File: config.mk
export PLATFORM = sky130hd
export DESIGN_NAME = pipeDatapath
export DESIGN_NICKNAME = d
export VERILOG_FILES = /design/src/rtl/dpPkg.sv /design/src/rtl/dpStageIf.sv /design/src/rtl/pipeDatapath.sv /design/src/rtl/memWbStage.sv /design/src/rtl/executeStage.sv /design/src/rtl/fetchDecode.sv /design/src/rtl/regFile.sv /design/src/rtl/intAlu.sv
export VERILOG_INCLUDE_DIRS = /design/src /design/src/rtl
export SDC_FILE = /design/constraint.sdc
export NUM_CORES = 2
export LEC_CHECK = 0
export BUFFER_PORTS_ARGS = -buffer_cell sky130_fd_sc_hd__buf_2
export CELL_PAD_IN_SITES_DETAIL_PLACEMENT = 1
export CELL_PAD_IN_SITES_GLOBAL_PLACEMENT = 2
export CORE_MARGIN = 3
export CORE_UTILIZATION = 40
export DETAILED_ROUTE_END_ITERATION = 10
export PLACE_DENSITY_LB_ADDON = 0.05
export SKIP_CTS_REPAIR_TIMING = 1
export SYNTH_ARGS = -nofsm -noshare
export SYNTH_HDL_FRONTEND = slang
export SYNTH_SLANG_ARGS = --single-unit
File: constraint.sdc
create_clock -name clk -period 12.4 [get_ports clk]
set_input_delay 3.1 -clock clk [delete_from_list [all_inputs] [get_ports clk]]
set_output_delay 3.1 -clock clk [all_outputs]
set_load 0.05 [all_outputs]
File: src/rtl/dp_settings.svh
// Datapath widths, reset PC and the decode NOP encoding
`ifndef DP_SETTINGS_SVH
`define DP_SETTINGS_SVH

// Data and address width
`define DP_XLEN          32

// Register index width, 32 architectural registers
`define DP_REG_ADDR_BITS 5

// First fetch address after reset
`define DP_PC_START      32'h0000_0000

// Loaded into decode on a flush
`define DP_NOP_INSTR     32'h0000_0013 // addi x0, x0, 0

`endif
File: src/rtl/dpPkg.sv
// Datapath types: data, instruction and register index words
// Select codes for immediate format, ALU op, forwarding, source B and result
package dpPkg;

    `include "dp_settings.svh"

    typedef logic [`DP_XLEN-1:0]          dataWordT;  // Data or PC word
    typedef logic [31:0]                  instrWordT;
    typedef logic [`DP_REG_ADDR_BITS-1:0] regAddrT;

    // Immediate formats
    typedef enum logic [2:0] {
        immI = 3'b000,
        immS = 3'b001,
        immB = 3'b010,
        immJ = 3'b011,
        immU = 3'b100
    } immSrcT;

    typedef enum logic [2:0] {
        aluAdd = 3'b000,
        aluSub = 3'b001,
        aluAnd = 3'b010,
        aluOr  = 3'b011,
        aluSlt = 3'b101  // Signed compare
    } aluCtrlT;

    // Operand forwarding into execute
    typedef enum logic [1:0] {
        regFile = 2'b00,
        fromWb  = 2'b01,
        fromMem = 2'b10
    } forwardSelT;

    typedef enum logic {
        srcReg = 1'b0,
        srcImm = 1'b1
    } srcBSelT;

    // Writeback result, also the memory-stage forward value
    typedef enum logic [1:0] {
        aluOut  = 2'b00,
        mem     = 2'b01,
        pcPlus4 = 2'b10,
        imm     = 2'b11
    } resultSrcT;

endpackage

File: src/rtl/dpStageIf.sv
// Stage-to-stage interfaces: decode to execute, execute to memory,
// and the memory/writeback values used for forwarding and register write
`timescale 1ns/1ps

interface decExIf;
    import dpPkg::*;

    dataWordT rd1;      // Register file read ports
    dataWordT rd2;
    dataWordT pc;
    dataWordT pcPlus4;
    dataWordT imm;      // Extended immediate
    regAddrT  rs1;
    regAddrT  rs2;
    regAddrT  rd;

    modport src (output rd1, rd2, pc, pcPlus4, imm, rs1, rs2, rd);
    modport dst (input  rd1, rd2, pc, pcPlus4, imm, rs1, rs2, rd);
endinterface

interface exMemIf;
    import dpPkg::*;

    dataWordT aluResult;
    dataWordT writeData; // Forwarded B operand, store data
    dataWordT pcPlus4;
    dataWordT imm;
    regAddrT  rd;

    modport src (output aluResult, writeData, pcPlus4, imm, rd);
    modport dst (input  aluResult, writeData, pcPlus4, imm, rd);
endinterface

interface wbIf;
    import dpPkg::*;

    dataWordT aluResultM;
    dataWordT forwardDataM; // Memory-stage forward value
    dataWordT resultW;      // Write data
    regAddrT  rdW;          // Write address

    modport src (output aluResultM, forwardDataM, resultW, rdW);
    modport dst (input  aluResultM, forwardDataM, resultW, rdW);
endinterface

File: src/rtl/pipeDatapath.sv
// Five-stage RV32 integer datapath top level
// Connects front end, register file, execute and memory/writeback stages
`timescale 1ns/1ps

module pipeDatapath (
    input  logic               clk,
    input  logic               reset,
    input  logic               stallF_i,
    input  logic               stallD_i,
    input  logic               flushD_i,
    input  logic               flushE_i,
    input  logic               pcSrcE_i,
    input  dpPkg::instrWordT   instrF_i,
    input  dpPkg::immSrcT      immSrcD_i,
    input  dpPkg::srcBSelT     aluSrcE_i,
    input  dpPkg::aluCtrlT     aluControlE_i,
    input  dpPkg::forwardSelT  forwardAE_i,
    input  dpPkg::forwardSelT  forwardBE_i,
    input  dpPkg::dataWordT    readDataM_i,
    input  dpPkg::resultSrcT   resultSrcM_i,
    input  dpPkg::resultSrcT   resultSrcW_i,
    input  logic               regWriteW_i,
    output dpPkg::dataWordT    pcF_o,
    output dpPkg::dataWordT    aluResultM_o,
    output dpPkg::dataWordT    writeDataM_o,
    output logic [6:0]         op_o,
    output logic [2:0]         funct3_o,
    output logic               funct7b5_o,
    output dpPkg::regAddrT     rs1D_o,
    output dpPkg::regAddrT     rs2D_o,
    output dpPkg::regAddrT     rs1E_o,
    output dpPkg::regAddrT     rs2E_o,
    output dpPkg::regAddrT     rdE_o,
    output dpPkg::regAddrT     rdM_o,
    output dpPkg::regAddrT     rdW_o,
    output logic               zeroE_o
);
    import dpPkg::*;

    dataWordT pcTargetE; // Branch target from execute
    dataWordT rd1D;
    dataWordT rd2D;

    decExIf decEx ();
    exMemIf exMem ();
    wbIf    wb ();

    fetchDecode i_fetchDecode (
        .clk        (clk),
        .reset      (reset),
        .stallF_i   (stallF_i),
        .stallD_i   (stallD_i),
        .flushD_i   (flushD_i),
        .pcSrcE_i   (pcSrcE_i),
        .instrF_i   (instrF_i),
        .pcTargetE_i(pcTargetE),
        .immSrcD_i  (immSrcD_i),
        .rd1_i      (rd1D),
        .rd2_i      (rd2D),
        .pcF_o      (pcF_o),
        .op_o       (op_o),
        .funct3_o   (funct3_o),
        .funct7b5_o (funct7b5_o),
        .rs1D_o     (rs1D_o),
        .rs2D_o     (rs2D_o),
        .decEx      (decEx.src)
    );

    regFile i_regFile (
        .clk  (clk),
        .a1_i (rs1D_o),
        .a2_i (rs2D_o),
        .we_i (regWriteW_i),
        .rd1_o(rd1D),
        .rd2_o(rd2D),
        .wb   (wb.dst)
    );

    executeStage i_executeStage (
        .clk          (clk),
        .reset        (reset),
        .flushE_i     (flushE_i),
        .aluSrcE_i    (aluSrcE_i),
        .aluControlE_i(aluControlE_i),
        .forwardAE_i  (forwardAE_i),
        .forwardBE_i  (forwardBE_i),
        .rs1E_o       (rs1E_o),
        .rs2E_o       (rs2E_o),
        .rdE_o        (rdE_o),
        .zeroE_o      (zeroE_o),
        .pcTargetE_o  (pcTargetE),
        .decEx        (decEx.dst),
        .exMem        (exMem.src),
        .wb           (wb.dst)
    );

    memWbStage i_memWbStage (
        .clk         (clk),
        .reset       (reset),
        .readDataM_i (readDataM_i),
        .resultSrcM_i(resultSrcM_i),
        .resultSrcW_i(resultSrcW_i),
        .aluResultM_o(aluResultM_o),
        .writeDataM_o(writeDataM_o),
        .rdM_o       (rdM_o),
        .rdW_o       (rdW_o),
        .exMem       (exMem.dst),
        .wb          (wb.src)
    );

endmodule

File: src/rtl/memWbStage.sv
// Execute/memory and memory/writeback registers,
// memory-stage forward select and writeback result select
`timescale 1ns/1ps

module memWbStage (
    input  logic               clk,
    input  logic               reset,
    input  dpPkg::dataWordT    readDataM_i,
    input  dpPkg::resultSrcT   resultSrcM_i,
    input  dpPkg::resultSrcT   resultSrcW_i,
    output dpPkg::dataWordT    aluResultM_o,
    output dpPkg::dataWordT    writeDataM_o,
    output dpPkg::regAddrT     rdM_o,
    output dpPkg::regAddrT     rdW_o,
    exMemIf.dst                exMem,
    wbIf.src                   wb
);
    import dpPkg::*;

    dataWordT immM;
    dataWordT pcPlus4M;
    dataWordT aluResultW;
    dataWordT readDataW;
    dataWordT immW;
    dataWordT pcPlus4W;

    always_ff @(posedge clk) begin
        if (reset) begin
            aluResultM_o <= '0;
            writeDataM_o <= '0;
            immM         <= '0;
            pcPlus4M     <= '0;
            rdM_o        <= '0;
        end else begin
            aluResultM_o <= exMem.aluResult;
            writeDataM_o <= exMem.writeData;
            immM         <= exMem.imm;
            pcPlus4M     <= exMem.pcPlus4;
            rdM_o        <= exMem.rd;
        end
    end

    always_ff @(posedge clk) begin
        if (reset) begin
            aluResultW <= '0;
            readDataW  <= '0;
            immW       <= '0;
            pcPlus4W   <= '0;
            rdW_o      <= '0;
        end else begin
            aluResultW <= aluResultM_o;
            readDataW  <= readDataM_i;
            immW       <= immM;
            pcPlus4W   <= pcPlus4M;
            rdW_o      <= rdM_o;
        end
    end

    // Load data is not ready in memory, so it cannot be forwarded from here
    always_comb begin
        case (resultSrcM_i)
            pcPlus4: wb.forwardDataM = pcPlus4M;
            imm:     wb.forwardDataM = immM;
            default: wb.forwardDataM = aluResultM_o;
        endcase
    end

    always_comb begin
        case (resultSrcW_i)
            mem:     wb.resultW = readDataW;
            pcPlus4: wb.resultW = pcPlus4W;  // jal link
            imm:     wb.resultW = immW;      // lui
            default: wb.resultW = aluResultW;
        endcase
    end

    assign wb.aluResultM = aluResultM_o;
    assign wb.rdW        = rdW_o;

endmodule

File: src/rtl/executeStage.sv
// Execute stage: decode/execute register, operand forwarding,
// source B select, ALU and branch target
`timescale 1ns/1ps

module executeStage (
    input  logic               clk,
    input  logic               reset,
    input  logic               flushE_i,
    input  dpPkg::srcBSelT     aluSrcE_i,
    input  dpPkg::aluCtrlT     aluControlE_i,
    input  dpPkg::forwardSelT  forwardAE_i,
    input  dpPkg::forwardSelT  forwardBE_i,
    output dpPkg::regAddrT     rs1E_o,
    output dpPkg::regAddrT     rs2E_o,
    output dpPkg::regAddrT     rdE_o,
    output logic               zeroE_o,
    output dpPkg::dataWordT    pcTargetE_o,
    decExIf.dst                decEx,
    exMemIf.src                exMem,
    wbIf.dst                   wb
);
    import dpPkg::*;

    dataWordT rd1E;
    dataWordT rd2E;
    dataWordT pcE;
    dataWordT immE;
    dataWordT pcPlus4E;
    dataWordT srcAE;
    dataWordT srcBE;
    dataWordT writeDataE;
    dataWordT aluResultE;

    // Same selection for both operands, only the memory source differs
    function automatic dataWordT pickOperand(input forwardSelT sel, input dataWordT regVal,
                                             input dataWordT wbVal, input dataWordT memVal);
        case (sel)
            fromWb:  return wbVal;
            fromMem: return memVal;
            default: return regVal;
        endcase
    endfunction

    always_ff @(posedge clk) begin
        if (reset || flushE_i) begin
            rd1E     <= '0;
            rd2E     <= '0;
            pcE      <= '0;
            immE     <= '0;
            pcPlus4E <= '0;
            rs1E_o   <= '0;
            rs2E_o   <= '0;
            rdE_o    <= '0;
        end else begin
            rd1E     <= decEx.rd1;
            rd2E     <= decEx.rd2;
            pcE      <= decEx.pc;
            immE     <= decEx.imm;
            pcPlus4E <= decEx.pcPlus4;
            rs1E_o   <= decEx.rs1;
            rs2E_o   <= decEx.rs2;
            rdE_o    <= decEx.rd;
        end
    end

    assign srcAE      = pickOperand(forwardAE_i, rd1E, wb.resultW, wb.aluResultM);
    assign writeDataE = pickOperand(forwardBE_i, rd2E, wb.resultW, wb.forwardDataM);
    assign srcBE      = (aluSrcE_i == srcImm) ? immE : writeDataE;

    assign pcTargetE_o = pcE + immE; // Branch and jal target

    intAlu i_intAlu (
        .a_i         (srcAE),
        .b_i         (srcBE),
        .aluControl_i(aluControlE_i),
        .result_o    (aluResultE),
        .zero_o      (zeroE_o)
    );

    assign exMem.aluResult = aluResultE;
    assign exMem.writeData = writeDataE;
    assign exMem.pcPlus4   = pcPlus4E;
    assign exMem.imm       = immE;
    assign exMem.rd        = rdE_o;

endmodule

File: src/rtl/fetchDecode.sv
// Front end: program counter, fetch/decode register, immediate extension
`timescale 1ns/1ps
`include "dp_settings.svh"

module fetchDecode (
    input  logic              clk,
    input  logic              reset,
    input  logic              stallF_i,
    input  logic              stallD_i,
    input  logic              flushD_i,
    input  logic              pcSrcE_i,
    input  dpPkg::instrWordT  instrF_i,
    input  dpPkg::dataWordT   pcTargetE_i,
    input  dpPkg::immSrcT     immSrcD_i,
    input  dpPkg::dataWordT   rd1_i,
    input  dpPkg::dataWordT   rd2_i,
    output dpPkg::dataWordT   pcF_o,
    output logic [6:0]        op_o,
    output logic [2:0]        funct3_o,
    output logic              funct7b5_o,
    output dpPkg::regAddrT    rs1D_o,
    output dpPkg::regAddrT    rs2D_o,
    decExIf.src               decEx
);
    import dpPkg::*;

    instrWordT instrD;
    dataWordT  pcD;
    dataWordT  pcPlus4D;
    dataWordT  immD;
    dataWordT  pcPlus4F;
    dataWordT  pcNextF;

    assign pcPlus4F = pcF_o + dataWordT'(4);
    assign pcNextF  = pcSrcE_i ? pcTargetE_i : pcPlus4F; // Taken branch from execute

    always_ff @(posedge clk) begin
        if (reset) begin
            pcF_o <= `DP_PC_START;
        end else if (!stallF_i) begin
            pcF_o <= pcNextF;
        end
    end

    // Flush wins over stall
    always_ff @(posedge clk) begin
        if (reset || flushD_i) begin
            instrD   <= `DP_NOP_INSTR;
            pcD      <= '0;
            pcPlus4D <= '0;
        end else if (!stallD_i) begin
            instrD   <= instrF_i;
            pcD      <= pcF_o;
            pcPlus4D <= pcPlus4F;
        end
    end

    assign op_o       = instrD[6:0];
    assign funct3_o   = instrD[14:12];
    assign funct7b5_o = instrD[30];
    assign rs1D_o     = instrD[19:15];
    assign rs2D_o     = instrD[24:20];

    always_comb begin
        case (immSrcD_i)
            immI:    immD = {{20{instrD[31]}}, instrD[31:20]};
            immS:    immD = {{20{instrD[31]}}, instrD[31:25], instrD[11:7]};
            immB:    immD = {{20{instrD[31]}}, instrD[7], instrD[30:25], instrD[11:8], 1'b0};
            immJ:    immD = {{12{instrD[31]}}, instrD[19:12], instrD[20], instrD[30:21], 1'b0};
            immU:    immD = {instrD[31:12], 12'b0};
            default: immD = '0;
        endcase
    end

    assign decEx.rd1     = rd1_i;
    assign decEx.rd2     = rd2_i;
    assign decEx.pc      = pcD;
    assign decEx.pcPlus4 = pcPlus4D;
    assign decEx.imm     = immD;
    assign decEx.rs1     = rs1D_o;
    assign decEx.rs2     = rs2D_o;
    assign decEx.rd      = instrD[11:7];

endmodule

File: src/rtl/regFile.sv
// 32-entry register file, two read ports and one write port
`timescale 1ns/1ps
`include "dp_settings.svh"

module regFile (
    input  logic             clk,
    input  dpPkg::regAddrT   a1_i,
    input  dpPkg::regAddrT   a2_i,
    input  logic             we_i,
    output dpPkg::dataWordT  rd1_o,
    output dpPkg::dataWordT  rd2_o,
    wbIf.dst                 wb
);
    import dpPkg::*;

    dataWordT regs [2**`DP_REG_ADDR_BITS];

    // x0 is hardwired, a same-cycle write is passed straight through
    function automatic dataWordT readPort(input regAddrT addr);
        if (addr == '0) begin
            return '0;
        end else if (we_i && addr == wb.rdW) begin
            return wb.resultW;
        end
        return regs[addr];
    endfunction

    always_ff @(posedge clk) begin
        if (we_i) begin
            regs[wb.rdW] <= wb.resultW;
        end
    end

    always_comb begin
        rd1_o = readPort(a1_i);
        rd2_o = readPort(a2_i);
    end

endmodule

File: src/rtl/intAlu.sv
// Integer ALU: add, sub, and, or, signed set-less-than, zero flag
`timescale 1ns/1ps

module intAlu (
    input  dpPkg::dataWordT  a_i,
    input  dpPkg::dataWordT  b_i,
    input  dpPkg::aluCtrlT   aluControl_i,
    output dpPkg::dataWordT  result_o,
    output logic             zero_o
);
    import dpPkg::*;

    always_comb begin
        case (aluControl_i)
            aluAdd:  result_o = a_i + b_i;
            aluSub:  result_o = a_i - b_i;
            aluAnd:  result_o = a_i & b_i;
            aluOr:   result_o = a_i | b_i;
            aluSlt:  result_o = dataWordT'($signed(a_i) < $signed(b_i));
            default: result_o = '0;
        endcase
    end

    // Branch compare uses sub
    assign zero_o = (result_o == '0);

endmodule

==> impl_metrics.tcl <==
set metrics [dict create \
    status "finished clean" \
    r2r_setup_slack_ns 7.40 \
    min-delay-path-class "reg2reg" \
    drv_slew 0 \
    grt.met3_usage_pct 4.198 \
    worst_skew_pair.late_latency_ns 0.82 \
    synth_edf_count 1024 \
    fmax_mhz 83.20 \
    registers.top_by_ff_count "i_regFile.regs" \
    ctsRootBufferMaster "clkbuf_16" \
    worst_setup_path_end_kind "output port" \
    die_area_mm2 0.1911 \
    half_perimeter_wire_length_of_the_detailed_placement_result_mm 168.6 \
    hold_violations 0 \
    synth_area_per_cell_um2 14.45 \
    tritoncts_clock_tree "built" \
    area_growth_pct 14.29 \
    worst_setup_path_start_kind "input port" \
    rows 157 \
    pin_count 230 \
    cts_buffers 177 \
    wl_cell_um 33.10 \
    largest_register_ff_count 1024 \
    vias_per_cell 5.957 \
    start_util_pct 40.45 \
    groute.layer.met2.usage_pct 42.35 \
    worst_path_most_repeated_cell "buf_4" \
    p_leak_nw 28.51 \
    fin_util_pct 46.23 \
    synth.yosys.warnings 0 \
    drive_gt1_share_pct 26.16 \
    first_global_vias 49570 \
    grt.overflow.total 0 \
    report.final.setup_viol 0 \
    synth-seq-cells 1599 \
    layout.cells.most_common "edfxtp_1" \
    io_buffer_count 229 \
    synth-async-reset-ratio_pct 0 \
    netlist_area_mm2 0.07437 \
    finalWeightedCongestion 0.8789 \
    post_syn_nets 5370 \
    yosys.cell_types.count 80 \
    rsz0062_at_grt "no" \
    grt_antenna_before_repair 25 \
    gr-max-usage-layer "met2" \
    cts_htree_levels 4 \
    largest_net_degree_at_the_start_of_global_routing 111 \
    worst_path_max_delay_cell "or4_1" \
    core_area_mm2 0.1839 \
    cts-root-to-sink-buffers 3 \
    min_period_over_period_pct 96.93 \
    fin_area_mm2 0.08500 \
    num-nets-final 5572 \
    synth-seq-area-share_pct 56.82 \
    wl_mm 263.9 \
    total_power_mw 12.24 \
    setup_total_neg_slack_ns 0 \
    skew_ns 0.03951 \
    drt.antenna.violating_nets 0 \
    yosys_most_used_dff "edfxtp_1" \
    grt_pass1_wl_mm 374.1 \
    floorplan.die.width_um 437.2 \
    vdd_drop_max_mv 0.1218 \
    critical_path.cell_chain "buf_2 > buf_4 > mux4_2 > buf_4 > a22oi_1 > o21ai_0 > ha_1 > inv_1 > fa_1 > nor2_1 > o311ai_1 > buf_4 > a2111oi_4 > o41ai_2 > a2111oi_4 > nor2_2 > o21ai_2 > nor4_1 > a311o_1 > or4_1 > nor4_2 > buf_2" \
    final_cell_mix "edfxtp_1, mux4_2, dfxtp_1" \
    clock_sink_count 1599 \
    worstPathMaxFanout 35 \
    timing.critical_path.slowest_cell_delay_ns 0.56 \
    drt_drc_violations_left 0 \
    vias 47510 \
    initialDrtViolationCount 4627 \
    clkSlewWorstSetupHoldPaths_ns 0.06 \
    headroom_to_the_max_slew_limit_pct 22.89 \
    globalRouteMet1Util_pct 39.77 \
    floorplan.die.height_um 437.2 \
    placed_area_mm2 0.07889 \
    dr.pass1.iters 7 \
    synthesis.instances 5148 \
    data_required_critical_path_ns 9.30 \
    data_arrival_time_of_the_critical_path_ns 8.92 \
    power.density_cell_area_mw_per_mm2 144.0 \
    grt_util_all_layers_pct 27.35 \
    period_needed_ns 12.02 \
    drv_cap 0 \
    worst-setup-path-type "in2out" \
    timing_worst_slew_pin_value_ns 1.152 \
]
-- cell type report --
| cell class | instances | area [µm²] |
|---|---|---|
| Multi-Input combinational cell | 3052 | 30460 |
| Clock inverter | 90 | 1042 |
| Timing Repair Buffer | 411 | 2641 |
| Sequential cell | 1599 | 42300 |
| Fill cell | 18160 | 98870 |
| Clock buffer | 240 | 5037 |
| Inverter | 109 | 409.1 |
| Tap cell | 2464 | 3083 |
| Antenna cell | 10 | 25.02 |
-- cell families after synthesis --
logic type,count (synthesis),share of synthesized area (%)
and+or+nand+nor,1235,8.008
DFF,1599,56.82
AOI/OAI and AO/OA,750,6.502
muxes,858,22.86
xor gates and xnor gates,74,0.8715
adders and majority gates,135,2.301
buffers and inverters,497,2.635
-- path summary, 6_finish.rpt --
path	from	cells past startpoint	end
worst max-delay path	resultSrcW_i[0]	22	zeroE_o
worst min-delay path	i_executeStage.exMem.pcPlus4[23]	1	i_memWbStage.pcPlus4M[23]
worst max register to register	i_memWbStage.readDataW[8]	16	i_memWbStage.aluResultM_o[28]
worst min register to register	i_executeStage.exMem.pcPlus4[23]	1	i_memWbStage.pcPlus4M[23]
-- synth_stat cells, drive strengths merged, types with 42 or more instances --
cell type | n | area [µm²]
o21ai | 116 | 584.3
a211oi | 60 | 450.4
xnor2 | 42 | 367.9
nor2b | 242 | 1514
a21oi | 263 | 1316
ha | 132 | 1652
mux2i | 183 | 1832
clkbuf | 288 | 1081
nor2 | 505 | 1898
a22oi | 73 | 548.0
mux4 | 672 | 15130
buf | 100 | 469.2
and2 | 95 | 594.3
nor3 | 48 | 240.2
edfxtp | 1024 | 30750
a21o | 47 | 352.8
dfxtp | 575 | 11510
inv | 107 | 401.6
nand2 | 190 | 713.2
-- worst max-delay path: cells and delay by family --
family                     cells  cell delay (ns)
adders and majority gates      2             0.75
buffers and inverters          6             1.37
muxes                          1             0.38
and+or+nand+nor                5             1.19
AOI/OAI and AO/OA              8             2.11
-- power by group --
| group | switching (mW) | internal (mW) | total, mW |
|---|---|---|---|
| Clock | 2.23 | 3.27 | 5.50 |
| Combinational | 0.621 | 0.359 | 0.980 |
| Sequential | 0.0726 | 5.68 | 5.76 |
-- layer usage --
metal | vias to the layer above | wire [µm] | part of all wire, %
met1 | 25220 | 118100 | 45
met3 | 372 | 16810 | 6.4
met5 | - | 65 | 0.025
li1 | 20260 | - | -
met4 | 8 | 8293 | 3.1
met2 | 1648 | 120700 | 46
-- stage by stage --
stage	cells	hold WS, ns	worst slack [ns]
floorplan	5148	0.4138	0.04395
global placement	7635	0.4235	0.3377
detailed placement	7635	0.4258	0.2350
CTS	7965	0.4387	0.2146
global route	7965	0.4473	0.02174
finish	7975	0.4348	0.3802
(Power assumes the default switching activity.)
